<file path="src/verilog/ppu_pkg.sv">
`default_nettype none

package ppu_pkg;

    // ~~~~~~~~~~~~~~~~~~~~~~~~~~~~~~~~~~~~~~~~~~~~~~~~~~~~~~~~~~~~~~~~~~~~~~~~~
    // Widths fixed by the display format
    typedef logic [14:0] color_t;
    typedef logic [7:0]  pal_index_t;
    typedef logic [8:0]  pal_addr_t;       // {sprite flag, index}
    typedef logic [7:0]  pal_word_addr_t;  // Color address without bit 0
    typedef logic [1:0]  prio_t;           // Lower is in front
    typedef logic [2:0]  layer_id_t;
    typedef logic [4:0]  layer_mask_t;     // BG0..BG3 in 3:0, OBJ in 4

    localparam layer_id_t LAYER_BG0      = 3'd0;
    localparam layer_id_t LAYER_BG1      = 3'd1;
    localparam layer_id_t LAYER_BG2      = 3'd2;
    localparam layer_id_t LAYER_BG3      = 3'd3;
    localparam layer_id_t LAYER_OBJ      = 3'd4;
    localparam layer_id_t LAYER_BACKDROP = 3'd5;

    localparam logic [1:0] OBJ_MODE_WINDOW = 2'd2;

    // ~~~~~~~~~~~~~~~~~~~~~~~~~~~~~~~~~~~~~~~~~~~~~~~~~~~~~~~~~~~~~~~~~~~~~~~~~
    // Candidate entries
    typedef struct packed {
        logic       valid;
        layer_id_t  layer;
        prio_t      prio;
        pal_index_t index;
        logic [1:0] mode;   // Sprite mode, 2 is window only
    } layer_entry_t;

    typedef struct packed {
        layer_entry_t bg;
        layer_entry_t obj;
    } candidate_t;

    localparam layer_entry_t BACKDROP_ENTRY = '{
        valid: 1'b1,
        layer: LAYER_BACKDROP,
        prio:  2'd3,
        index: 8'd0,
        mode:  2'd0
    };

    // ~~~~~~~~~~~~~~~~~~~~~~~~~~~~~~~~~~~~~~~~~~~~~~~~~~~~~~~~~~~~~~~~~~~~~~~~~
    // Window and display control registers
    typedef struct packed {
        logic [7:0] start;
        logic [7:0] stop;   // Exclusive
    } win_bound_t;

    typedef struct packed {
        logic        effects;
        layer_mask_t layers;
    } win_group_t;

    typedef struct packed {
        logic objwin_en;
        logic win1_en;
        logic win0_en;
    } disp_ctrl_t;

    typedef struct packed {
        win_group_t win1;
        win_group_t win0;
    } win_in_t;

    typedef struct packed {
        win_group_t objwin;
        win_group_t outside;
    } win_out_t;

    typedef struct packed {
        disp_ctrl_t ctrl;
        win_bound_t win0_h;
        win_bound_t win0_v;
        win_bound_t win1_h;
        win_bound_t win1_v;
        win_in_t    win_in;
        win_out_t   win_out;
    } display_regs_t;

    typedef struct packed {
        color_t    color0;
        color_t    color1;
        layer_id_t layer0;
        layer_id_t layer1;
        logic      effects;
    } pixel_result_t;

endpackage

`default_nettype wire
</file>
<file path="src/verilog/palette_fetch.sv">
`timescale 1ns/1ps
`default_nettype none

module palette_fetch (
    input  logic                    clk,
    input  logic                    reset,
    input  logic                    pixel_end,
    input  ppu_pkg::layer_entry_t   top,
    input  ppu_pkg::layer_entry_t   bottom,
    input  logic                    effects,
    output ppu_pkg::pal_word_addr_t rd_addr,
    input  logic             [31:0] rd_data,
    output logic                    pix_valid,
    output ppu_pkg::pixel_result_t  pix
);
    import ppu_pkg::*;

    typedef enum logic [1:0] {
        IDLE,
        READ_TOP,
        READ_BOT
    } fetch_state_t;

    fetch_state_t state;
    layer_entry_t top_q;
    layer_entry_t bot_q;
    logic         effects_q;
    logic  [31:0] top_word_q;
    logic  [31:0] bot_word;
    pal_addr_t    top_addr;
    pal_addr_t    bot_addr;
    logic         same_word;

    // OBJ colors live in the upper half of the palette
    function automatic pal_addr_t color_addr(input layer_entry_t e);
        return {e.layer == LAYER_OBJ, e.index};
    endfunction

    function automatic color_t pick_half(input logic [31:0] word, input logic upper);
        return upper ? word[30:16] : word[14:0];
    endfunction

    assign top_addr  = color_addr(top_q);
    assign bot_addr  = color_addr(bot_q);
    assign same_word = (top_addr[8:1] == bot_addr[8:1]);
    assign rd_addr   = (state == READ_BOT) ? bot_addr[8:1] : top_addr[8:1];

    // ~~~~~~~~~~~~~~~~~~~~~~~~~~~~~~~~~~~~~~~~~~~~~~~~~~~~~~~~~~~~~~~~~~~~~~~~~
    // Fetch sequence, result lands one cycle after READ_BOT
    always_ff @(posedge clk) begin
        if (reset) begin
            state     <= IDLE;
            pix_valid <= 1'b0;
        end else begin
            pix_valid <= (state == READ_BOT);
            case (state)
                IDLE:     if (pixel_end) state <= READ_TOP;
                READ_TOP: state <= READ_BOT;
                default:  state <= IDLE;
            endcase
        end
    end

    always_ff @(posedge clk) begin
        if (state == IDLE && pixel_end) begin
            top_q     <= top;   // Snapshot the sorted pair
            bot_q     <= bottom;
            effects_q <= effects;
        end
        if (state == READ_BOT) begin
            top_word_q <= rd_data;
        end
    end

    // Shared word needs no second read
    assign bot_word = same_word ? top_word_q : rd_data;

    always_comb begin
        pix.color0  = pick_half(top_word_q, top_addr[0]);
        pix.color1  = pick_half(bot_word, bot_addr[0]);
        pix.layer0  = top_q.layer;
        pix.layer1  = bot_q.layer;
        pix.effects = effects_q;
    end

endmodule

`default_nettype wire

</file>
<file path="config.mk">
export PLATFORM = sky130hd
export DESIGN_NAME = palette_fetch
export DESIGN_NICKNAME = d
export VERILOG_FILES = /design/src/verilog/ppu_pkg.sv /design/src/verilog/palette_fetch.sv
export SDC_FILE = /design/constraint.sdc
export NUM_CORES = 1
export LEC_CHECK = 0
export BUFFER_PORTS_ARGS = -buffer_cell sky130_fd_sc_hd__clkbuf_2
export CORE_MARGIN = 8
export CORE_UTILIZATION = 47
export DETAILED_ROUTE_END_ITERATION = 12
export PLACE_DENSITY_LB_ADDON = 0.08
export SLEW_MARGIN = 20
export SYNTH_ARGS = -nofsm -noshare
export SYNTH_HDL_FRONTEND = slang
export SYNTH_SLANG_ARGS = --single-unit
</file>
<file path="constraint.sdc">
create_clock -name clk -period 3.58 [get_ports clk]
set_input_delay 0.179 -clock clk [delete_from_list [all_inputs] [get_ports clk]]
set_output_delay 0.179 -clock clk [all_outputs]
set_load 0.03 [all_outputs]
</file>
==> impl_metrics.env <==
export IMPL_setup_slack_ns=1.25
export IMPL_die_h_um=88.9
export IMPL_synth_area_um2=2500
export IMPL_ir_drop_mv=0.276
export IMPL_tritoncts="built"
export IMPL_drt_initial_drc_count=90
export IMPL_ys_seq_elements=56
export IMPL_vias=1470
export IMPL_skew_ns=0.00714
export IMPL_wirelength_mm=5.30
export IMPL_drc_errors=0
export IMPL_drive_gt1_share_pct=61.4
export IMPL_finalInstanceArea_um2=3180
export IMPL_p_per_area_nw_per_um2=414
export IMPL_clock_fmax_mhz=428
export IMPL_drt_met1_wl_mm=2.12
export IMPL_grt_pass1_vias=1660
export IMPL_die_area_um2=7900
export IMPL_h_tree_depth=2
export IMPL_wl_per_cell_um=18.1
export IMPL_slew_violations=0
export IMPL_overflow=0
export IMPL_vias_per_cell=5.02
export IMPL_reg2reg_to="top_word_q[25]"
export IMPL_syn_inst=119
export IMPL_final_util_pct=62.2
export IMPL_yosysWarnings=0
export IMPL_worst_slew_pin_slew_ns=0.775
export IMPL_cts_repair_resized=0
export IMPL_rows=26
export IMPL_crit_path_end_kind="output pin"
export IMPL_clkPwrFrac_pct=24.7
export IMPL_switchingPower_w=0.000338
export IMPL_place_area_um2=3070
export IMPL_dpl_hpwl_mm=4.04
export IMPL_post_route_period_util_pct=65.2
export IMPL_rr_startpoint="state[1]"
export IMPL_crit_start="top_addr[7]"
export IMPL_num_io_pins=114
export IMPL_wl_met2_mm=2.61
export IMPL_cts_sinks=56
export IMPL_p_int_w=0.000977
export IMPL_fin_setup_tns_ns=0
export IMPL_cp_required_ns=3.40
export IMPL_ff2ff_setup_slack_ns=2.17
export IMPL_start_util_pct=48.9
export IMPL_p_comb_share_pct=16.7
export IMPL_critPathLaunchType="flop"
export IMPL_worstSkewPairLatency_ns=0.30
export IMPL_max_cap_violations=0
export IMPL_clockBufferDepth=2
export IMPL_period_needed_ns=2.33
export IMPL_grt_start_max_net_pins=40
export IMPL_drtPass1Iterations=5
export IMPL_synthesis_nets=187
export IMPL_max_slew_margin_pct=48.3
export IMPL_post_synth_cell_area_avg_um2=21.0
export IMPL_hold_viol_final=0
export IMPL_ant_nets=0
export IMPL_grt_use_total_pct=13.9
export IMPL_core_um2=5110
export IMPL_die_w_um=88.9
export IMPL_yosysSeqAreaShare_pct=66.1
export IMPL_port_buffers=101
export IMPL_cts_setup_buffers=0
export IMPL_top_layer="met4"
export IMPL_grt_setup_unrepaired="no"
export IMPL_place_ws_ns=1.50
export IMPL_holdBufCountCts=0
export IMPL_critical_path_max_fanout=15
export IMPL_seqPwrFrac_pct=58.6
export IMPL_ys_types=16
export IMPL_antenna_found_initial=0
export IMPL_cp_arrival_ns=2.16
export IMPL_cp_endpoint="pix[11]"
export IMPL_fin_nets=290
export IMPL_r2r_cells=2
export IMPL_p_sw_share_pct=25.7
export IMPL_hp_class="input port to flop"
export IMPL_cts_buffers_inserted=5
export IMPL_p_leak_nw=1.31
export IMPL_setup_viol=0
export IMPL_gp_congestion=0.714
export IMPL_worstSetupPathType="flop to output pin"
export IMPL_num_antenna_cells=0
export IMPL_root_buffer="clkbuf_8"
export IMPL_status="completed"
export IMPL_grt_pass1_wl_mm=8.24
export IMPL_syn_to_final_growth_pct=27.3
export IMPL_path_clk_slew_ns=0.09
export IMPL_wl_met3_um=521
how the worst min path moves through the flow:
stage / start / endpoint / slack [ns] / cells after the start
6_report: top[7] / top_addr[5] / 0.04 / 1
5_1_grt: bottom[14] / pix[3] / 0.03 / 1
4_1_cts: top[14] / pix[6] / 0.04 / 1
3_5_place_dp: bottom[8] / bot_addr[6] / 0.36 / 1
3_3_place_gp: top[4] / top_addr[2] / 0.36 / 1
2_1_floorplan: reset / pix_valid / 0.25 / 1
critical path, stage by stage (launching register included):
cell      delay (ns)
edfxtp_1        0.41
xor2_1          0.19
nor4_2          0.32
nand3_2         0.36
mux4_1          0.37
clkbuf_2        0.20
placed cells by master, fill, tap and decap left out:
master | synthesis | routed
clkbuf_2 | 0 | 101
edfxtp_1 | 53 | 53
mux2_2 | 23 | 23
mux4_1 | 15 | 15
xor2_1 | 7 | 7
clkbuf_8 | 0 | 5
nor3b_1 | 4 | 3
dfxtp_1 | 3 | 3
nor2b_1 | 3 | 2
clkbuf_1 | 1 | 2
xnor2_1 | 1 | 1
nor3_2 | 1 | 1
nor4_2 | 1 | 1
nand3_2 | 1 | 1
nor2b_4 | 0 | 1
nor3b_2 | 0 | 1
clkinv_2 | 0 | 1
buf_16 | 0 | 1
buf_4 | 1 | 1
per-stage QoR:
step                cells  hold WS (ns)  total power (W)
global placement      284         0.356          0.00100
global route          293        0.0257          0.00137
CTS                   292        0.0385          0.00133
detailed placement    284         0.358          0.00101
floorplan             119         0.251         0.000925
finish                293        0.0422          0.00132
cell type report:
cell class              instances  area (um2)
well taps                      70        87.6
flip-flops and latches         56        1650
clock buffers                   7        76.3
repair buffers                103         541
clock inverters                 1        5.00
fillers                       401        1930
multi-input cells              56         817
metal layers:
metal	track usage, %	vias up
met5	0	-
met1	15.7	689
met3	6.07	6
li1	-	711
met4	3.69	0
met2	23.2	64
state kept, by name (all words and copies together) (netlist names):
signal      count
top_word_q     30
bot_addr        8
effects_q       1
pix_valid       1
top_addr        8
pix             6
state           2
power groups by stage:
stage	Sequential, W	Combinational (W)	Clock [W]
floorplan	0.000784	0.000142	0
global placement	0.000785	0.000217	0
detailed placement	0.000787	0.000221	0
CTS	0.000772	0.000221	0.000336
global route	0.000776	0.000233	0.000363
finish	0.000772	0.000219	0.000325
synth_stat cells:
master	instances	area share, %
edfxtp_1	53	64
mux2_2	23	10
mux4_1	15	16
xor2_1	7	2.5
nor3b_1	4	1.2
buf_2	3	0.60
dfxtp_1	3	2.4
nor2b_1	3	0.75
buf_1	1	0.15
buf_4	1	0.30
buf_6	1	0.45
clkbuf_1	1	0.15
nand3_2	1	0.40
nor3_2	1	0.40
nor4_2	1	0.50
xnor2_1	1	0.35
logic make-up after synthesis:
group	synth area share [%]
AND/OR/NAND/NOR	3.26
flip-flops	66.1
XOR/XNOR	2.81
multiplexers	26.2
buffers and inverters	1.65
No activity file was read; power rests on OpenSTA's default activity.
