`src/verilog/ppu_pkg.sv`:
```
`default_nettype none

package ppu_pkg;

    // ~~~~~~~~~~~~~~~~~~~~~~~~~~~~~~~~~~~~~~~~~~~~~~~~~~~~~~~~~~~~~~~~~~~~~~~~~
    // Widths fixed by the display format
    typedef logic [14:0] color_t;
    typedef logic [7:0]  pal_index_t;
    typedef logic [8:0]  pal_addr_t;       // {sprite flag, index}
    typedef logic [7:0]  pal_word_addr_t;  // Color address without bit 0
    typedef logic [1:0]  prio_t;           // Lower is in front
    typedef logic [2:0]  layer_id_t;
    typedef logic [4:0]  layer_mask_t;     // BG0..BG3 in 3:0, OBJ in 4

    localparam layer_id_t LAYER_BG0      = 3'd0;
    localparam layer_id_t LAYER_BG1      = 3'd1;
    localparam layer_id_t LAYER_BG2      = 3'd2;
    localparam layer_id_t LAYER_BG3      = 3'd3;
    localparam layer_id_t LAYER_OBJ      = 3'd4;
    localparam layer_id_t LAYER_BACKDROP = 3'd5;

    localparam logic [1:0] OBJ_MODE_WINDOW = 2'd2;

    // ~~~~~~~~~~~~~~~~~~~~~~~~~~~~~~~~~~~~~~~~~~~~~~~~~~~~~~~~~~~~~~~~~~~~~~~~~
    // Candidate entries
    typedef struct packed {
        logic       valid;
        layer_id_t  layer;
        prio_t      prio;
        pal_index_t index;
        logic [1:0] mode;   // Sprite mode, 2 is window only
    } layer_entry_t;

    typedef struct packed {
        layer_entry_t bg;
        layer_entry_t obj;
    } candidate_t;

    localparam layer_entry_t BACKDROP_ENTRY = '{
        valid: 1'b1,
        layer: LAYER_BACKDROP,
        prio:  2'd3,
        index: 8'd0,
        mode:  2'd0
    };

    // ~~~~~~~~~~~~~~~~~~~~~~~~~~~~~~~~~~~~~~~~~~~~~~~~~~~~~~~~~~~~~~~~~~~~~~~~~
    // Window and display control registers
    typedef struct packed {
        logic [7:0] start;
        logic [7:0] stop;   // Exclusive
    } win_bound_t;

    typedef struct packed {
        logic        effects;
        layer_mask_t layers;
    } win_group_t;

    typedef struct packed {
        logic objwin_en;
        logic win1_en;
        logic win0_en;
    } disp_ctrl_t;

    typedef struct packed {
        win_group_t win1;
        win_group_t win0;
    } win_in_t;

    typedef struct packed {
        win_group_t objwin;
        win_group_t outside;
    } win_out_t;

    typedef struct packed {
        disp_ctrl_t ctrl;
        win_bound_t win0_h;
        win_bound_t win0_v;
        win_bound_t win1_h;
        win_bound_t win1_v;
        win_in_t    win_in;
        win_out_t   win_out;
    } display_regs_t;

    typedef struct packed {
        color_t    color0;
        color_t    color1;
        layer_id_t layer0;
        layer_id_t layer1;
        logic      effects;
    } pixel_result_t;

endpackage

`default_nettype wire
```
`src/verilog/window_masker.sv`:
```
`timescale 1ns/1ps
`default_nettype none

module window_masker (
    input  logic                   win0,
    input  logic                   win1,
    input  logic                   obj_win,
    input  ppu_pkg::display_regs_t regs,
    output ppu_pkg::layer_mask_t   mask,
    output logic                   effects
);
    import ppu_pkg::*;

    logic       any_window;
    win_group_t group;

    assign any_window = regs.ctrl.win0_en || regs.ctrl.win1_en || regs.ctrl.objwin_en;

    // Window 0 beats window 1 beats sprite window beats outside
    always_comb begin
        if (!any_window) begin
            group.layers  = '1;   // Windowing off
            group.effects = 1'b1;
        end else if (win0) begin
            group = regs.win_in.win0;
        end else if (win1) begin
            group = regs.win_in.win1;
        end else if (obj_win) begin
            group = regs.win_out.objwin;
        end else begin
            group = regs.win_out.outside;
        end
    end

    assign mask    = group.layers;
    assign effects = group.effects;

endmodule

`default_nettype wire

```
`config.mk`:
```
export PLATFORM = sky130hd
export DESIGN_NAME = window_masker
export DESIGN_NICKNAME = d
export VERILOG_FILES = /design/src/verilog/ppu_pkg.sv /design/src/verilog/window_masker.sv
export SDC_FILE = /design/constraint.sdc
export NUM_CORES = 1
export LEC_CHECK = 0
export ABC_CLOCK_PERIOD_IN_PS = 800
export BUFFER_PORTS_ARGS = -buffer_cell sky130_fd_sc_hd__buf_2
export CAP_MARGIN = 10
export CORE_MARGIN = 10
export CORE_UTILIZATION = 14
export DETAILED_ROUTE_END_ITERATION = 10
export PLACE_DENSITY = 0.85
export SETUP_SLACK_MARGIN = 0.4
export SYNTH_ARGS = -nofsm -noshare
export SYNTH_HDL_FRONTEND = slang
export SYNTH_SLANG_ARGS = --single-unit
export TNS_END_PERCENT = 1
```
`constraint.sdc`:
```
create_clock -name vclk -period 0.8
set_input_delay 0.16 -clock vclk [all_inputs]
set_output_delay 0.16 -clock vclk [all_outputs]
set_load 0.02 [all_outputs]
```
==> results.ini, run 1 <==
[status]
status = finished with violations
violations = setup timing

[layout]
antennaDiodeCount = 0
drive_above_1_share_pct = 87.1
instances_no_fill = 78
final-seq-area_um2 = 0
fillCellCount = 166
area_growth_pct = 118
clock_buffers = 0
nNetsFinal = 158
fin_area_um2 = 518
postLayoutCoreUtil_pct = 33.2
seq_cell_count = 0

[power_and_ir_drop]
power_density_nw_per_um2 = 679
ir_drop_v = 0.000236
finalPower_uw = 352
p_leak_nw = 0.267

[sta]
min_period_ns = 1.11
worst_hold_slack_ns = 0.625
max_slew_margin_pct = 82.9
fin_ws_ns = -0.308
max_freq_mhz = 903
hold_viol_final = 0
tightest_slew_ns = 0.257
drv_slew = 0
rsz0062_at_grt = true
fin_tns_setup_ns = -1.80
min_period_over_period_pct = 138
setup_viol = 6

[die]
coreArea_um2 = 1560
dieArea_um2 = 3750
die_w_um = 61.2
io_pins = 100
die_h_um = 61.2
start_util_pct = 15.2
num_rows = 14

[synth]
synth_fa_ha_area_share_pct = 0
yosys.cell_types.count = 8
yosys.area.top_type_share_pct = 37.9
synth_common_cells = a21oi_1 (6), mux2_4 (6), mux2i_1 (6), o21ai_1 (6)
synth_compound_area_share_pct = 25.3
ys_warn_count = 0
syn_inst = 28
synth_top_family_by_area = multiplexers
syn_area_um2 = 238
yosysTopAreaCell = mux2_4
synth-xor-area-share_pct = 0
seq_area_frac_synth_pct = 0
synth_nets = 122
synth_mux_area_share_pct = 63.2
avgSynthCellArea_um2 = 8.49
synthSimpleGateAreaFrac_pct = 2.11
synth.top_cells.by_area = mux2_4 (38%), mux2i_1 (25%), a21oi_1 (13%)

[global_route]
grtUsageMet2_pct = 9.17
grt_start_max_net_pins = 13
busiest_layer = met2
grtUsageTotal_pct = 5.03
grtUsageMet3_pct = 1.23
grt_pass1_wl_um = 1490
grt_pass1_vias = 329
use_met1_pct = 6.13
grt_overflow_total = 0
antenna_found_initial = 0

[worst_setup_path]
critPathKind = input port to primary output
cp_max_fo = 6
start_kind = input port
crit_chain = buf_12 > mux2_4 > mux2i_2 > o21ai_2 > buf_6
cpPeakStageDelay_ns = 0.29
cp.arrival_ns = 0.95
required_ns = 0.64
cp_slowest_cell = mux2_4
cp-end-kind = primary output

[detailed_routing]
drc = 0
drt-total-wl_um = 1140
vias_per_cell = 4.28
dr.pass1.iters = 2
vias = 334
avgRoutedWirePerCell_um = 14.6
drtIter0Drc = 4
antenna_left = 0

[clock_tree]
ctsHoldBuffers = 0
cts_setup_buffers = 0

[placement]
port_buffers = 36
preCtsSetupSlack_ns = -0.442
dp.cells = 78
placed_area_um2 = 450
place.gp.congestion = 0.664

[job]
cap_violations = 0

[worst_hold_path]
hp-class = input port to primary output

report_power, final:
part / switching (mW) / internal, mW
sequential: 0 / 0
clock: 0 / 0
combinational: 0.151 / 0.201
total: 0.151 / 0.201
worst paths after layout:
| check | start | endpoint | cells past startpoint |
|---|---|---|---|
| hold / removal | regs[16] | mask[4] | 4 |
| setup / recovery | obj_win | effects | 5 |
metal layers:
layer | wire [um] | vias up
li1 | - | 177
met1 | 451 | 136
met2 | 537 | 21
met3 | 149 | 0
met4 | 0 | 0
met5 | 0 | -
cell usage in the layout (no fill, tap or decap):
cell / n
mux2i_2: 4
a21oi_1: 6
nor3_2: 1
buf_12: 1
o21ai_2: 6
mux2_4: 6
buf_6: 6
buf_4: 1
buf_2: 29
mux2i_1: 2
repair_timing:
item,CTS,global route
pin swaps,1,1
gates resized for setup,17,3
endpoints found under the setup margin,6,6
gates cloned,0,0
critical path, delay by kind of cell:
family | cells | cell delay [ns]
muxes | 2 | 0.45
AOI/OAI and AO/OA | 1 | 0.08
buffers and inverters | 2 | 0.25
area by class of cell:
type	count	area [um^2]	share of cell area (%)
timing repair buffer	37	240	46.4
multi-input combinational	25	258	49.8
tap	16	20.0	3.86
kinds of logic (layout without fill, tap and decap cells):
kind of cell	count (synthesis)	in the layout
mux	12	12
simple gates	1	1
buf+inv	3	37
compound gates	12	12
No activity file was read; power rests on OpenSTA's default activity.
==> inputs of run 2 (changes only) <==
- SKIP_LAST_GASP: not set -> 1
==> results.ini, run 2 (synthesis gave the netlist of run 1 again) <==
[global_route]
grt_start_max_net_pins = 13  ; unchanged
grt_overflow_total = 0  ; unchanged
grt_pass1_vias = 329  ; unchanged
antenna_found_initial = 0  ; unchanged
grt_pass1_wl_um = 1490  ; unchanged
grtUsageTotal_pct = 5.03  ; unchanged

[worst_setup_path]
cp-end-kind = primary output  ; unchanged
cp_max_fo = 6  ; unchanged
cp_num_buf_inv = 2  ; unchanged
cp_slowest_cell = mux2_4  ; unchanged
critPathKind = input port to primary output  ; unchanged
cp_top_family = multiplexers  ; unchanged
crit_chain = buf_12 > mux2_4 > mux2i_1 > o21ai_2 > buf_6  ; was buf_12 > mux2_4 > mux2i_2 > o21ai_2 > buf_6
cpPeakStageDelay_ns = 0.29  ; about the same
start_kind = input port  ; unchanged
cp.arrival_ns = 0.96  ; was 0.95 ns
required_ns = 0.64  ; about the same

[die]
dieArea_um2 = 3750  ; unchanged
io_pins = 100  ; unchanged
die_w_um = 61.2  ; unchanged
coreArea_um2 = 1560  ; unchanged
start_util_pct = 15.2  ; unchanged
die_h_um = 61.2  ; unchanged
num_rows = 14  ; unchanged

[layout]
instances_no_fill = 78  ; unchanged
area_growth_pct = 114  ; was 118%
nNetsFinal = 158  ; unchanged
clock_buffers = 0  ; unchanged
drive_above_1_share_pct = 85.5  ; was 87.1%
seq_cell_count = 0  ; unchanged
mostFrequentLayoutCells = buf_2 (30), mux2_4 (6), a21oi_1 (6), o21ai_2 (6), buf_6 (5)  ; was buf_2 (29), mux2_4 (6), a21oi_1 (6), o21ai_2 (6), buf_6 (6)
final-seq-area_um2 = 0  ; unchanged
antennaDiodeCount = 0  ; unchanged
layout_commonest_cell = buf_2  ; unchanged

[placement]
dp.cells = 78  ; unchanged
preCtsSetupSlack_ns = -0.442  ; unchanged
port_buffers = 36  ; unchanged
place.gp.congestion = 0.664  ; unchanged

[detailed_routing]
antenna_left = 0  ; unchanged
avgRoutedWirePerCell_um = 14.2  ; was 14.6 um
dr.pass1.iters = 2  ; unchanged
drt-total-wl_um = 1100  ; was 1140 um
drtIter0Drc = 6  ; was 4
vias = 329  ; was 334
vias_per_cell = 4.22  ; was 4.28
drc = 0  ; unchanged

[status]
status = finished with violations  ; unchanged
violations = setup timing  ; unchanged

[sta]
fin_ws_ns = -0.315  ; was -0.308 ns
hold_viol_final = 0  ; unchanged
min_period_over_period_pct = 139  ; was 138%
worst_hold_slack_ns = 0.625  ; about the same
min_period_ns = 1.12  ; was 1.11 ns
max_slew_margin_pct = 82.7  ; was 82.9%
rsz0062_at_grt = true  ; unchanged
max_freq_mhz = 897  ; was 903 MHz
drv_slew = 0  ; unchanged
tightest_slew_ns = 0.259  ; was 0.257 ns
setup_viol = 6  ; unchanged

[clock_tree]
ctsHoldBuffers = 0  ; unchanged
cts_setup_buffers = 0  ; unchanged

[power_and_ir_drop]
p_leak_nw = 0.267  ; about the same
power_density_nw_per_um2 = 670  ; was 679 nW/um^2
ir_drop_v = 0.000228  ; was 0.000236 V
finalPower_uw = 340  ; was 352 uW

[job]
cap_violations = 0  ; unchanged

[worst_hold_path]
hp-class = input port to primary output  ; unchanged

-- run 2: cell counts in the layout (fill, tap and decap cells not counted) --
No cell type changed its count.
-- run 2: area by class of cell --
type | instances | area, um^2
well taps | 16 | 20.0
repair buffers | 37 | 234
multi-input cells | 25 | 254
fillers | 166 | 1050
-- run 2: worst paths after layout --
kind | start | to | cells after the start | slack, ns
max | obj_win | mask[1] | 5 | -0.32
min | regs[15] | mask[3] | 4 | 0.62
-- run 2: repair_timing --
action                     in CTS  in global routing
pin swaps                       1                  1
gates resized for setup        17                  0
setup endpoints to repair       6                  6
-- run 2: report_power, final --
part	internal [mW]	total [mW]	leakage [nW]	switching (mW)
Clock	0	0	0	0
Sequential	0	0	0	0
Combinational	0.193	0.340	0.267	0.147
-- run 2: stage by stage --
stage	area [um^2]	setup TNS [ns]	utilization [%]
floorplan	265	-1.11	-
global placement	450	-2.50	28.9
detailed placement	450	-2.58	28.9
CTS	508	-1.86	32.6
global route	508	-2.01	32.6
finish	508	-1.82	32.6
-- run 2: metal layers --
metal	up-vias	routed length, um	GRT usage (%)
met3	0	149	1.23
met2	21	512	9.17
met4	0	0	0
li1	178	-	-
met1	130	442	6.13
met5	-	0	0
==> inputs of run 3 (changes only) <==
- ABC_AREA: not set -> 1
- CORE_UTILIZATION: 14 -> 15
- PLACE_DENSITY: 0.85 -> 0.84
==> results.ini, run 3 <==
[status]
status = finished with violations  ; unchanged
violations = setup timing  ; unchanged

[synth]
seq_area_frac_synth_pct = 0  ; unchanged
syn_area_um2 = 267  ; was 238 um^2
avgSynthCellArea_um2 = 4.52  ; was 8.49 um^2
synth_nets = 153  ; was 122
yosys.cell_types.count = 8  ; unchanged
ys_warn_count = 0  ; unchanged
synth-xor-area-share_pct = 0  ; unchanged
synth_mux_area_share_pct = 0  ; was 63.2%
synth_common_cells = nand2_1 (30), inv_1 (7), a21boi_0 (6), a21oi_1 (6), nand3_1 (6)  ; was a21oi_1 (6), mux2_4 (6), mux2i_1 (6), o21ai_1 (6)
yosysTopAreaCell = nand2_1  ; was mux2_4
synth.top_cells.by_area = nand2_1 (42%), a21boi_0 (17%), a21oi_1 (11%)  ; was mux2_4 (38%), mux2i_1 (25%), a21oi_1 (13%)
synth_compound_area_share_pct = 28.2  ; was 25.3%
synth_top_family_by_area = simple AND/OR/NAND/NOR gates  ; was multiplexers
synth.most_common_cell = nand2_1
synth_fa_ha_area_share_pct = 0  ; unchanged
syn_inst = 59  ; was 28
yosys.area.top_type_share_pct = 42.3  ; was 37.9%
synthSimpleGateAreaFrac_pct = 54.9  ; was 2.11%

[power_and_ir_drop]
p_leak_nw = 0.325  ; was 0.267 nW
power_density_nw_per_um2 = 618  ; was 670 nW/um^2
ir_drop_v = 0.000228  ; about the same

[placement]
hpwl_um = 1260
preCtsSetupSlack_ns = -0.190  ; was -0.442 ns
port_buffers = 36  ; unchanged
place.gp.congestion = 0.827  ; was 0.664
placed_area_um2 = 515  ; was 450 um^2

[die]
io_pins = 100  ; unchanged
die_h_um = 62.2  ; was 61.2 um
start_util_pct = 15.6  ; was 15.2%
coreArea_um2 = 1710  ; was 1560 um^2
num_rows = 15  ; was 14
dieArea_um2 = 3860  ; was 3750 um^2
die_w_um = 62.2  ; was 61.2 um

[sta]
worst_hold_slack_ns = 0.723  ; was 0.625 ns
min_period_over_period_pct = 118  ; was 139%
rsz0062_at_grt = true  ; unchanged
max_freq_mhz = 1060  ; was 897 MHz
hold_viol_final = 0  ; unchanged
setup_viol = 6  ; unchanged
tightest_slew_ns = 0.247  ; was 0.259 ns
max_slew_margin_pct = 83.5  ; was 82.7%
drv_slew = 0  ; unchanged
min_period_ns = 0.948  ; was 1.12 ns
fin_ws_ns = -0.148  ; was -0.315 ns

[worst_setup_path]
required_ns = 0.64  ; about the same
critPathKind = input port to primary output  ; unchanged
start_kind = input port  ; unchanged
cp_max_fo = 6  ; unchanged
cp-end-kind = primary output  ; unchanged
cp.arrival_ns = 0.79  ; was 0.96 ns

[detailed_routing]
antenna_left = 0  ; unchanged
vias_per_cell = 4.08  ; was 4.22
vias = 486  ; was 329
drtIter0Drc = 7  ; was 6
drc = 0  ; unchanged
dr.pass1.iters = 3  ; was 2
drt-total-wl_um = 1370  ; was 1100 um
avgRoutedWirePerCell_um = 11.5  ; was 14.2 um

[global_route]
antenna_found_initial = 0  ; unchanged
grtUsageTotal_pct = 6.45  ; was 5.03%
grt_pass1_wl_um = 2190  ; was 1490 um
grt_start_max_net_pins = 13  ; unchanged
grt_overflow_total = 0  ; unchanged
grt_pass1_vias = 533  ; was 329

[layout]
mostFrequentLayoutCells = buf_2 (26), nand2_1 (24), buf_6 (8)  ; was buf_2 (30), mux2_4 (6), a21oi_1 (6), o21ai_2 (6), buf_6 (5)
fin_area_um2 = 576  ; was 508 um^2
area_growth_pct = 116  ; was 114%
fillCellCount = 199  ; was 166
nNetsFinal = 190  ; was 158
antennaDiodeCount = 0  ; unchanged
seq_cell_count = 0  ; unchanged
clock_buffers = 0  ; unchanged
drive_above_1_share_pct = 55.3  ; was 85.5%
final-seq-area_um2 = 0  ; unchanged
layout_commonest_cell = buf_2  ; unchanged

[clock_tree]
ctsHoldBuffers = 0  ; unchanged
cts_setup_buffers = 0  ; unchanged

[job]
cap_violations = 0  ; unchanged

[worst_hold_path]
hp-class = input port to primary output  ; unchanged

-- run 3: area by class of cell --
| type | instances | area, um^2 | area share (%) |
|---|---|---|---|
| Multi-Input combinational cell | 49 | 267 | 46.3 |
| Inverter | 9 | 42.5 | 7.39 |
| Tap cell | 25 | 31.3 | 5.43 |
| Timing Repair Buffer | 36 | 235 | 40.9 |
-- run 3: cell families after synthesis --
group | Yosys count
AO/OA/AOI/OAI | 12
buffers and inverters | 10
AND/OR/NAND/NOR | 37
-- run 3: timing repair --
action | 4_1_cts | 5_1_grt
pin swaps | 5 | 9
resized for setup | 13 | 5
setup endpoints to repair | 6 | 6
-- run 3: metrics by stage --
step	std cells	power, mW	setup TNS [ns]	utilization (%)
3_5_place_dp	119	0.303	-1.08	30.2
4_1_cts	119	0.342	-0.867	32.5
5_1_grt	119	0.388	-0.993	33.7
2_1_floorplan	59	0.174	0	-
3_3_place_gp	119	0.293	-0.936	30.2
6_report	119	0.356	-0.831	33.7
-- run 3: critical path, stage by stage --
cell and delay, ns:
buf_6 0.07, clkinvlp_4 0.17, a21boi_2 0.20, nand2_2 0.06
buf_6 0.13
-- run 3: final timing paths --
check,endpoint,from,cells after the start
max,effects,regs[88],5
min,effects,regs[5],6
-- run 3: where the power goes --
| group | switching, mW | internal [mW] |
|---|---|---|
| sequential | 0 | 0 |
| combinational | 0.177 | 0.178 |
| clock | 0 | 0 |
-- run 3: metal layers --
layer	routed length, um	global-route usage [%]
met5	0	0
met1	592	7.41
met2	625	11.3
met3	150	2.69
met4	0	0.286
