### config.mk
export PLATFORM = sky130hd
export DESIGN_NAME = window_detector
export DESIGN_NICKNAME = d
export VERILOG_FILES = /design/src/verilog/ppu_pkg.sv /design/src/verilog/window_detector.sv
export SDC_FILE = /design/constraint.sdc
export NUM_CORES = 1
export LEC_CHECK = 0
export ABC_CLOCK_PERIOD_IN_PS = 1350
export BUFFER_PORTS_ARGS = -buffer_cell sky130_fd_sc_hd__buf_2
export CORE_ASPECT_RATIO = 0.75
export CORE_MARGIN = 2
export CORE_UTILIZATION = 37
export DETAILED_ROUTE_END_ITERATION = 16
export PLACE_DENSITY = 0.79
export SLEW_MARGIN = 20
export SYNTH_ARGS = -nofsm -noshare
export SYNTH_HDL_FRONTEND = slang
export SYNTH_SLANG_ARGS = --single-unit
### constraint.sdc
create_clock -name vclk -period 1.35
set_input_delay 0.135 -clock vclk [all_inputs]
set_output_delay 0.135 -clock vclk [all_outputs]
set_load 0.02 [all_outputs]
### src/verilog/ppu_pkg.sv
`default_nettype none

package ppu_pkg;

    // ~~~~~~~~~~~~~~~~~~~~~~~~~~~~~~~~~~~~~~~~~~~~~~~~~~~~~~~~~~~~~~~~~~~~~~~~~
    // Widths fixed by the display format
    typedef logic [14:0] color_t;
    typedef logic [7:0]  pal_index_t;
    typedef logic [8:0]  pal_addr_t;       // {sprite flag, index}
    typedef logic [7:0]  pal_word_addr_t;  // Color address without bit 0
    typedef logic [1:0]  prio_t;           // Lower is in front
    typedef logic [2:0]  layer_id_t;
    typedef logic [4:0]  layer_mask_t;     // BG0..BG3 in 3:0, OBJ in 4

    localparam layer_id_t LAYER_BG0      = 3'd0;
    localparam layer_id_t LAYER_BG1      = 3'd1;
    localparam layer_id_t LAYER_BG2      = 3'd2;
    localparam layer_id_t LAYER_BG3      = 3'd3;
    localparam layer_id_t LAYER_OBJ      = 3'd4;
    localparam layer_id_t LAYER_BACKDROP = 3'd5;

    localparam logic [1:0] OBJ_MODE_WINDOW = 2'd2;

    // ~~~~~~~~~~~~~~~~~~~~~~~~~~~~~~~~~~~~~~~~~~~~~~~~~~~~~~~~~~~~~~~~~~~~~~~~~
    // Candidate entries
    typedef struct packed {
        logic       valid;
        layer_id_t  layer;
        prio_t      prio;
        pal_index_t index;
        logic [1:0] mode;   // Sprite mode, 2 is window only
    } layer_entry_t;

    typedef struct packed {
        layer_entry_t bg;
        layer_entry_t obj;
    } candidate_t;

    localparam layer_entry_t BACKDROP_ENTRY = '{
        valid: 1'b1,
        layer: LAYER_BACKDROP,
        prio:  2'd3,
        index: 8'd0,
        mode:  2'd0
    };

    // ~~~~~~~~~~~~~~~~~~~~~~~~~~~~~~~~~~~~~~~~~~~~~~~~~~~~~~~~~~~~~~~~~~~~~~~~~
    // Window and display control registers
    typedef struct packed {
        logic [7:0] start;
        logic [7:0] stop;   // Exclusive
    } win_bound_t;

    typedef struct packed {
        logic        effects;
        layer_mask_t layers;
    } win_group_t;

    typedef struct packed {
        logic objwin_en;
        logic win1_en;
        logic win0_en;
    } disp_ctrl_t;

    typedef struct packed {
        win_group_t win1;
        win_group_t win0;
    } win_in_t;

    typedef struct packed {
        win_group_t objwin;
        win_group_t outside;
    } win_out_t;

    typedef struct packed {
        disp_ctrl_t ctrl;
        win_bound_t win0_h;
        win_bound_t win0_v;
        win_bound_t win1_h;
        win_bound_t win1_v;
        win_in_t    win_in;
        win_out_t   win_out;
    } display_regs_t;

    typedef struct packed {
        color_t    color0;
        color_t    color1;
        layer_id_t layer0;
        layer_id_t layer1;
        logic      effects;
    } pixel_result_t;

endpackage

`default_nettype wire
### src/verilog/window_detector.sv
`timescale 1ns/1ps
`default_nettype none

module window_detector (
    input  logic                   [7:0] col,
    input  logic                   [7:0] line,
    input  ppu_pkg::display_regs_t       regs,
    input  ppu_pkg::layer_entry_t        obj,
    output logic                         win0,
    output logic                         win1,
    output logic                         obj_win
);
    import ppu_pkg::*;

    logic win0_h_hit;
    logic win0_v_hit;
    logic win1_h_hit;
    logic win1_v_hit;

    // Start inclusive, stop exclusive
    function automatic logic in_span(input logic [7:0] pos, input win_bound_t bound);
        return (pos >= bound.start) && (pos < bound.stop);
    endfunction

    assign win0_h_hit = in_span(col, regs.win0_h);
    assign win0_v_hit = in_span(line, regs.win0_v);
    assign win1_h_hit = in_span(col, regs.win1_h);
    assign win1_v_hit = in_span(line, regs.win1_v);

    assign win0 = regs.ctrl.win0_en && win0_h_hit && win0_v_hit;
    assign win1 = regs.ctrl.win1_en && win1_h_hit && win1_v_hit;

    // Sprite window pixels come in on the OBJ slot
    assign obj_win = regs.ctrl.objwin_en && obj.valid && (obj.mode == OBJ_MODE_WINDOW);

endmodule

`default_nettype wire

==> results of run 1 <==
==> timing repair <==
item	4_1_cts	5_1_grt
pin swaps	7	1
endpoints found under the setup margin	2	2
resized for setup	21	7
setup buffers	1	0
==> per-layer routing <==
metal / wire length [µm] / global-route usage / part of all wire / up-vias
li1: - / - / - / 924
met1: 1910 / 0.234 / 0.45 / 747
met2: 2050 / 0.339 / 0.49 / 55
met3: 247 / 0.0152 / 0.059 / 0
met4: 0 / 0 / 0 / 0
met5: 0 / 0 / 0 / -
==> cells in the mapped netlist (all sizes together) <==
| cell | number | area share |
|---|---|---|
| nor4 | 1 | 0.0084 |
| o21ai | 12 | 0.040 |
| nor2 | 7 | 0.018 |
| a41o | 1 | 0.0067 |
| o21a | 2 | 0.010 |
| nand2b | 4 | 0.017 |
| a211o | 1 | 0.0059 |
| o31ai | 1 | 0.0050 |
| a211oi | 4 | 0.023 |
| and4 | 2 | 0.012 |
| nor3 | 5 | 0.017 |
| and4b | 1 | 0.0067 |
| a22oi | 1 | 0.0050 |
| nand2 | 5 | 0.013 |
| nand4 | 6 | 0.025 |
| o311ai | 1 | 0.0059 |
| nand3 | 8 | 0.027 |
| a2111oi | 2 | 0.016 |
| a221o | 2 | 0.013 |
| a21o | 3 | 0.015 |
| a221oi | 1 | 0.0059 |
| a21oi | 11 | 0.037 |
| inv | 64 | 0.16 |
| ha | 60 | 0.50 |
| nor3b | 1 | 0.0050 |
==> logic make-up (layout without fill, tap and decap cells) <==
group	Yosys count	in the layout	synth area share
simple gates	40	40	0.147
compound gates	42	42	0.189
buf+inv	64	169	0.161
fa+ha+maj	60	60	0.503
==> report_power, final <==
group          leakage (nW)  total (mW)  internal, mW  switching, mW
Clock                     0           0             0              0
Sequential                0           0             0              0
Combinational          1.42       0.709         0.375          0.335
Total                  1.42       0.709         0.375          0.335
==> area by class of cell <==
cell class,instances,area (µm²)
timing repair buffer,105,593
tap,52,65.1
inverter,64,255
multi-input combinational,142,1550
fill,363,1290
==> worst paths after layout <==
kind                from       to  slack (ns)  cells past startpoint
setup / recovery  col[0]     win0       -0.36                     10
hold / removal    obj[1]  obj_win        0.66                      3
==> critical path, cell delays in order <==
cell,delay [ns]
buf_8,0.08
inv_4,0.03
buf_4,0.12
ha_4,0.20
nand2b_4,0.14
a2111oi_4,0.29
nor3_2,0.09
a211oi_2,0.26
nor4_4,0.07
buf_2,0.16
==> cells in the final DEF, fill, tap and decap left out, types with 2 or more instances in the layout <==
master and n:
buf_2 84, inv_1 56, ha_1 45, buf_4 18, ha_4 15, o21ai_0 9, a21oi_1 9, nor2_1 7
nand3_1 7, inv_2 6, nand4_1 6, nand2_1 5, nor3_2 4, a21o_1 3, a211oi_2 3, o21ai_1 3
and4_1 2, a221o_1 2, a21oi_2 2, nand2b_1 2, o21a_1 2, nand2b_4 2, a2111oi_4 2, buf_6 2
==> per-stage QoR <==
stage | utilization | std cells
floorplan | - | 206
global placement | 0.606 | 362
detailed placement | 0.606 | 362
CTS | 0.641 | 363
global route | 0.656 | 363
finish | 0.656 | 363
==> metrics.csv, run 1 <==
stage,metric,value,unit
timing,whs,0.655,ns
detailed_routing,vias,1726,
timing,finalWorstSetupSlack,-0.362,ns
detailed_routing,routed_wl,4200,µm
clock_network,cts_hold_buffers,0,
synth,synth_area,0.00149,mm²
grt,antenna_found_initial,0,
detailed_routing,remaining_drc_errors,0,
timing,fin_crit,1.71,ns
timing,slew_viol_final,0,
worst_setup_path,cp.arrival,1.58,ns
synth,ys_seq_area_frac,0,
timing,hold_violations,0,
timing,worst_pin_slew,0.301,ns
worst_setup_path,cp-end-kind,output pin,
timing,final.period_utilization,1.27,
die,core,0.00376,mm²
placement,port_buffers,89,
synth,netlist_instances,206,
grt,grt_pass1_wl,6690,µm
layout,n_antenna_cell,0,
die,dieArea,0.00457,mm²
layout,nClkBuffers,0,
synth,syn_nets,389,
placement,placed_area,0.00227,mm²
worst_setup_path,worst_setup_path_start_kind,input port,
timing,rsz0062_at_grt,true,
layout,area.sequential,0,µm²
run_status,violations,negative setup slack,
layout,syn2layout_area_growth,65.0,%
worst_setup_path,path_max_fanout,2,
placement,dp_slack,-0.412,ns
grt,first_global_vias,1623,
worst_setup_path,setup.worst_path.class,in2out,
layout,fin_area,0.00246,mm²
grt,grt_max_degree,5,
power_and_ir_drop,power_density,288,mW/mm²
detailed_routing,drtAntennaViolNets,0,
synth,syn_area_per_cell,7.25,µm²
grt,grt_remaining_overflow,0,
layout,post_route_cells_drive_above_1_share,0.466,
die,die_height,59.0,µm
hold_path,worst_hold_path_type,in2out,
layout,num-nets-final,496,
power_and_ir_drop,peakVddDrop,0.149,mV
synth,synth_cell_type_count,27,
job,cap_violations,0,
timing,maxSlewHeadroom,0.798,
power_and_ir_drop,p_leak,1.42,nW
die,boundaryPins,126,
detailed_routing,drt_pass1_iterations,4,
placement,gp_congestion,0.775,
worst_setup_path,cp.required,1.22,ns
placement,hpwl,3610,µm
grt,track_usage,0.177,
run_status,status,"complete, but fails checks",
timing,setup_tns,-0.593,ns
detailed_routing,first_iter_violations,40,
die,start_util,0.398,
timing,max_freq,584,MHz
synth,yosys_warnings,0,
die,die_x,77.4,µm
timing,setup_viol,2,
die,rows,19,
detailed_routing,via_per_inst,4.75,
detailed_routing,avgRoutedWirePerCell,11.6,µm
power_and_ir_drop,finalPower,0.709,mW
layout,seq_cells,0,
No activity file was read; power rests on OpenSTA's default activity.
==> run 2: changes to the inputs <==
RECOVER_POWER = 50   (was default)
==> metrics.csv, run 2 (synthesis gave the netlist of run 1 again) <==
stage,metric,value,unit,change
die,rows,19,,unchanged
power_and_ir_drop,peakVddDrop,0.149,mV,about the same
run_status,status,"complete, but fails checks",,
power_and_ir_drop,clock_power_share,0,,unchanged
layout,fin_util,0.656,,about the same
layout,nClkBuffers,0,,unchanged
timing,final.period_utilization,1.27,,unchanged
worst_setup_path,cp.required,1.22,ns,about the same
layout,num-nets-final,496,,unchanged
layout,layout_common_cells,"buf_2, inv_1, ha_1, buf_4, ha_4",,
die,boundaryPins,126,,unchanged
layout,post_route_cells_drive_above_1_share,0.463,,-0.00322
detailed_routing,drtAntennaViolNets,0,,unchanged
worst_setup_path,cp.arrival,1.58,ns,about the same
layout,n_antenna_cell,0,,unchanged
power_and_ir_drop,power_density,288,mW/mm²,about the same
power_and_ir_drop,p_leak,1.42,nW,-0.30%
placement,hpwl,3610,µm,unchanged
power_and_ir_drop,finalPower,0.709,mW,about the same
timing,maxSlewHeadroom,0.798,,unchanged
timing,slew_viol_final,0,,unchanged
run_status,violations,negative setup slack,,
worst_setup_path,path_max_fanout,2,,unchanged
layout,final_common_cell,buf_2,,
die,core,0.00376,mm²,unchanged
layout,syn2layout_area_growth,64.9,%,about the same
power_and_ir_drop,pwr-share-comb,1.000,,about the same
timing,setup_viol,2,,unchanged
die,die_height,59.0,µm,unchanged
detailed_routing,avgRoutedWirePerCell,11.6,µm,about the same
timing,fin_crit,1.71,ns,unchanged
detailed_routing,routed_wl,4210,µm,about the same
timing,finalWorstSetupSlack,-0.362,ns,unchanged
grt,antenna_found_initial,0,,unchanged
worst_setup_path,worst_setup_path_start_kind,input port,,
die,dieArea,0.00457,mm²,unchanged
grt,first_global_vias,1623,,unchanged
detailed_routing,remaining_drc_errors,0,,unchanged
detailed_routing,first_iter_violations,39,,-2.5%
timing,max_freq,584,MHz,unchanged
die,die_x,77.4,µm,unchanged
grt,track_usage,0.177,,unchanged
hold_path,worstHoldPathCells,3,,unchanged
worst_setup_path,cp-end-kind,output pin,,
hold_path,worst_hold_path_type,in2out,,
timing,worst_pin_slew,0.301,ns,unchanged
detailed_routing,vias,1726,,unchanged
worst_setup_path,setup.worst_path.class,in2out,,
job,cap_violations,0,,unchanged
grt,grt_remaining_overflow,0,,unchanged
placement,port_buffers,89,,unchanged
placement,gp_congestion,0.775,,unchanged
die,start_util,0.398,,unchanged
detailed_routing,drt_pass1_iterations,4,,unchanged
power_and_ir_drop,p_sw,0.335,mW,about the same
detailed_routing,via_per_inst,4.75,,unchanged
timing,rsz0062_at_grt,true,,
grt,grt_max_degree,5,,unchanged
grt,grt_pass1_wl,6690,µm,unchanged
layout,seq_cells,0,,unchanged
power_and_ir_drop,netSwitchingFraction,0.472,,about the same
power_and_ir_drop,p_int,0.375,mW,about the same
timing,hold_violations,0,,unchanged
layout,area.sequential,0,µm²,unchanged
power_and_ir_drop,seq_power_share,0,,unchanged
==> run 2: cell count changes in the layout (fill, tap and decap cells not counted), sizes merged <==
cell,previous run,this run
buf,105,104
clkbuf,0,1
==> run 2: path summary, 6_finish.rpt <==
check / from / endpoint
min: obj[1] / obj_win
max: col[0] / win0
==> run 2: cell type report <==
cell class	instances	area (µm²)
multi-input combinational	142	1550
timing repair buffer	105	592
tap	52	65.1
inverter	64	255
fill	364	1290
==> run 2: power by group through the flow <==
stage	Sequential [mW]	Clock (mW)	Combinational [mW]
detailed placement	0	0	0.631
finish	0	0	0.709
floorplan	0	0	0.351
global route	0	0	0.803
CTS	0	0	0.687
global placement	0	0	0.612
==> run 2: critical path: stages <==
cell       delay (ns)
buf_8            0.08
inv_4            0.03
buf_4            0.12
ha_4             0.20
nand2b_4         0.14
a2111oi_4        0.29
nor3_2           0.09
a211oi_2         0.26
nor4_4           0.07
buf_2            0.16
==> run 2: stage by stage <==
| stage | instances | TNS, ns | setup WS (ns) | area [µm²] | hold slack [ns] |
|---|---|---|---|---|---|
| floorplan | 206 | -0.0493 | -0.0474 | 1650 | 0.493 |
| global placement | 362 | -0.751 | -0.382 | 2270 | 0.650 |
| detailed placement | 362 | -0.796 | -0.412 | 2270 | 0.654 |
| CTS | 363 | -0.669 | -0.377 | 2410 | 0.654 |
| global route | 363 | -0.723 | -0.419 | 2460 | 0.704 |
| finish | 363 | -0.593 | -0.362 | 2460 | 0.678 |
==> run 2: metal layers <==
| metal | vias to the layer above | wire [µm] | track usage |
|---|---|---|---|
| met1 | 747 | 1910 | 0.234 |
| li1 | 924 | - | - |
| met3 | 0 | 247 | 0.0152 |
| met5 | - | 0 | 0 |
| met2 | 55 | 2050 | 0.339 |
| met4 | 0 | 0 | 0 |
==> run 2: repair_timing <==
action	4_1_cts	5_1_grt
endpoints found under the setup margin	2	2
cloned	0	0
buffers inserted	1	0
pin swaps	7	1
resized for setup	21	7
hold buffers	0	0
==> run 3: changes to the inputs <==
BUFFER_PORTS_ARGS = -buffer_cell sky130_fd_sc_hd__buf_4   (was -buffer_cell sky130_fd_sc_hd__buf_2)
==> metrics.csv, run 3 (synthesis gave the netlist of run 1 again) <==
stage,metric,value,unit,change
run_status,status,"complete, but fails checks",,
run_status,violations,negative setup slack,,
worst_setup_path,crit_chain,buf_6 -> inv_4 -> buf_6 -> ha_4 -> nand2b_4 -> a2111oi_4 -> nor3_2 -> a211oi_2 -> nor4_4 -> buf_4,,
detailed_routing,drtAntennaViolNets,0,,unchanged
timing,hold_violations,0,,unchanged
power_and_ir_drop,seq_power_share,0,,unchanged
timing,max_freq,597,MHz,+2.2%
timing,setup_tns,-0.553,ns,+0.0400 ns
layout,num-fill-cells,320,,-12%
worst_setup_path,cp.arrival,1.54,ns,-0.04 ns
placement,dpl.cell_count,362,,unchanged
placement,gp_congestion,0.785,,+1.2%
worst_setup_path,slowest_delay,0.30,ns,about the same
die,die_x,77.4,µm,unchanged
placement,dp_slack,-0.445,ns,-0.0326 ns
detailed_routing,via_per_inst,4.88,,+2.7%
worst_setup_path,cp_slowest_cell,a2111oi_4,,
power_and_ir_drop,p_leak,1.48,nW,+4.9%
worst_setup_path,path_max_fanout,2,,unchanged
power_and_ir_drop,netSwitchingFraction,0.434,,-0.0383
die,core,0.00376,mm²,unchanged
worst_setup_path,cp-end-kind,output pin,,
layout,area.sequential,0,µm²,unchanged
placement,placed_area,0.00250,mm²,+9.8%
grt,grt_pass1_wl,7240,µm,+8.1%
layout,post_route_cells_drive_above_1_share,0.463,,unchanged
power_and_ir_drop,finalPower,0.776,mW,+9.4%
hold_path,worst_hold_path_type,in2out,,
power_and_ir_drop,peakVddDrop,0.167,mV,+12%
layout,syn2layout_area_growth,77.2,%,
timing,finalWorstSetupSlack,-0.326,ns,+0.0361 ns
timing,slew_viol_final,0,,unchanged
power_and_ir_drop,p_int,0.439,mW,+17%
layout,final_common_cell,buf_4,,
grt,grt_remaining_overflow,0,,unchanged
worst_setup_path,cp.required,1.22,ns,about the same
grt,antenna_found_initial,0,,unchanged
worst_setup_path,worst_setup_path_start_kind,input port,,
layout,fin_util,0.705,,+0.0490
timing,whs,0.674,ns,-0.00479 ns
placement,hpwl,3920,µm,+8.7%
layout,fin_area,0.00265,mm²,+7.5%
worst_setup_path,crit_start,col[0],,
placement,port_buffers,89,,unchanged
power_and_ir_drop,pwr-share-comb,1.000,,about the same
die,boundaryPins,126,,unchanged
power_and_ir_drop,p_sw,0.336,mW,+0.51%
die,start_util,0.398,,unchanged
worst_setup_path,endpoint,win0,,
detailed_routing,drt_pass1_iterations,4,,unchanged
timing,maxSlewHeadroom,0.807,,+0.00941
layout,nClkBuffers,0,,unchanged
grt,track_usage,0.190,,+0.0126
timing,fin_crit,1.68,ns,-0.0361 ns
detailed_routing,remaining_drc_errors,0,,unchanged
timing,worst_pin_slew,0.285,ns,-0.0168 ns
timing,rsz0062_at_grt,true,,
die,die_height,59.0,µm,unchanged
layout,n_antenna_cell,0,,unchanged
layout,layout_common_cells,"buf_4, inv_1, ha_1, ha_4, o21ai_0",,
layout,seq_cells,0,,unchanged
layout,num-nets-final,496,,unchanged
detailed_routing,vias,1772,,+2.7%
timing,final.period_utilization,1.24,,-0.0267
die,dieArea,0.00457,mm²,unchanged
grt,first_global_vias,1756,,+8.2%
job,cap_violations,0,,unchanged
grt,grt_max_degree,5,,unchanged
timing,setup_viol,2,,unchanged
detailed_routing,avgRoutedWirePerCell,12.2,µm,+5.4%
die,rows,19,,unchanged
power_and_ir_drop,power_density,293,mW/mm²,+1.8%
detailed_routing,routed_wl,4430,µm,+5.4%
detailed_routing,first_iter_violations,19,,-51%
power_and_ir_drop,clock_power_share,0,,unchanged
worst_setup_path,cpMostUsedCell,buf_6,,
layout,final_cell_count_no_fill,363,,unchanged
worst_setup_path,setup.worst_path.class,in2out,,
## run 3: cell counts in the layout (fill, tap and decap cells not counted)
No cell type changed its count.
## run 3: critical path, delay by kind of cell
family,cells,cell delay [ns]
AND/OR/NAND/NOR,3,0.29
AO/OA/AOI/OAI,2,0.55
buffers and inverters,4,0.40
adder cells (fa/ha/maj),1,0.18
## run 3: worst min path at each step
stage | startpoint | slack [ns] | end | depth (start not counted)
3_3_place_gp | obj[1] | 0.64 | obj_win | 3
5_1_grt | obj[0] | 0.70 | obj_win | 3
2_1_floorplan | obj[1] | 0.49 | obj_win | 1
6_report | obj[0] | 0.67 | obj_win | 3
4_1_cts | obj[1] | 0.65 | obj_win | 3
3_5_place_dp | obj[1] | 0.65 | obj_win | 3
## run 3: layer usage
layer | global-route usage | up-vias | share of wire
li1 | - | 930 | -
met1 | 0.236 | 791 | 0.44
met2 | 0.369 | 51 | 0.50
met3 | 0.0290 | 0 | 0.066
met4 | 0.00765 | 0 | 0
met5 | 0 | - | 0
## run 3: cell type report
class	count	area [µm²]	share of cell area
multi-input cells	142	1540	0.580
inverters	64	255	0.0964
well taps	52	65.1	0.0246
repair buffers	105	792	0.299
## run 3: power by group through the flow
| stage | clock network (mW) | registers, mW | logic (mW) |
|---|---|---|---|
| floorplan | 0 | 0 | 0.351 |
| global placement | 0 | 0 | 0.683 |
| detailed placement | 0 | 0 | 0.712 |
| CTS | 0 | 0 | 0.725 |
| global route | 0 | 0 | 0.873 |
| finish | 0 | 0 | 0.776 |
## run 3: what timing repair did
action	CTS	global route
hold endpoints to repair	0	0
hold buffers	0	0
pin swaps	1	7
setup buffers	0	1
gates resized for setup	6	17
setup endpoints to repair	2	2
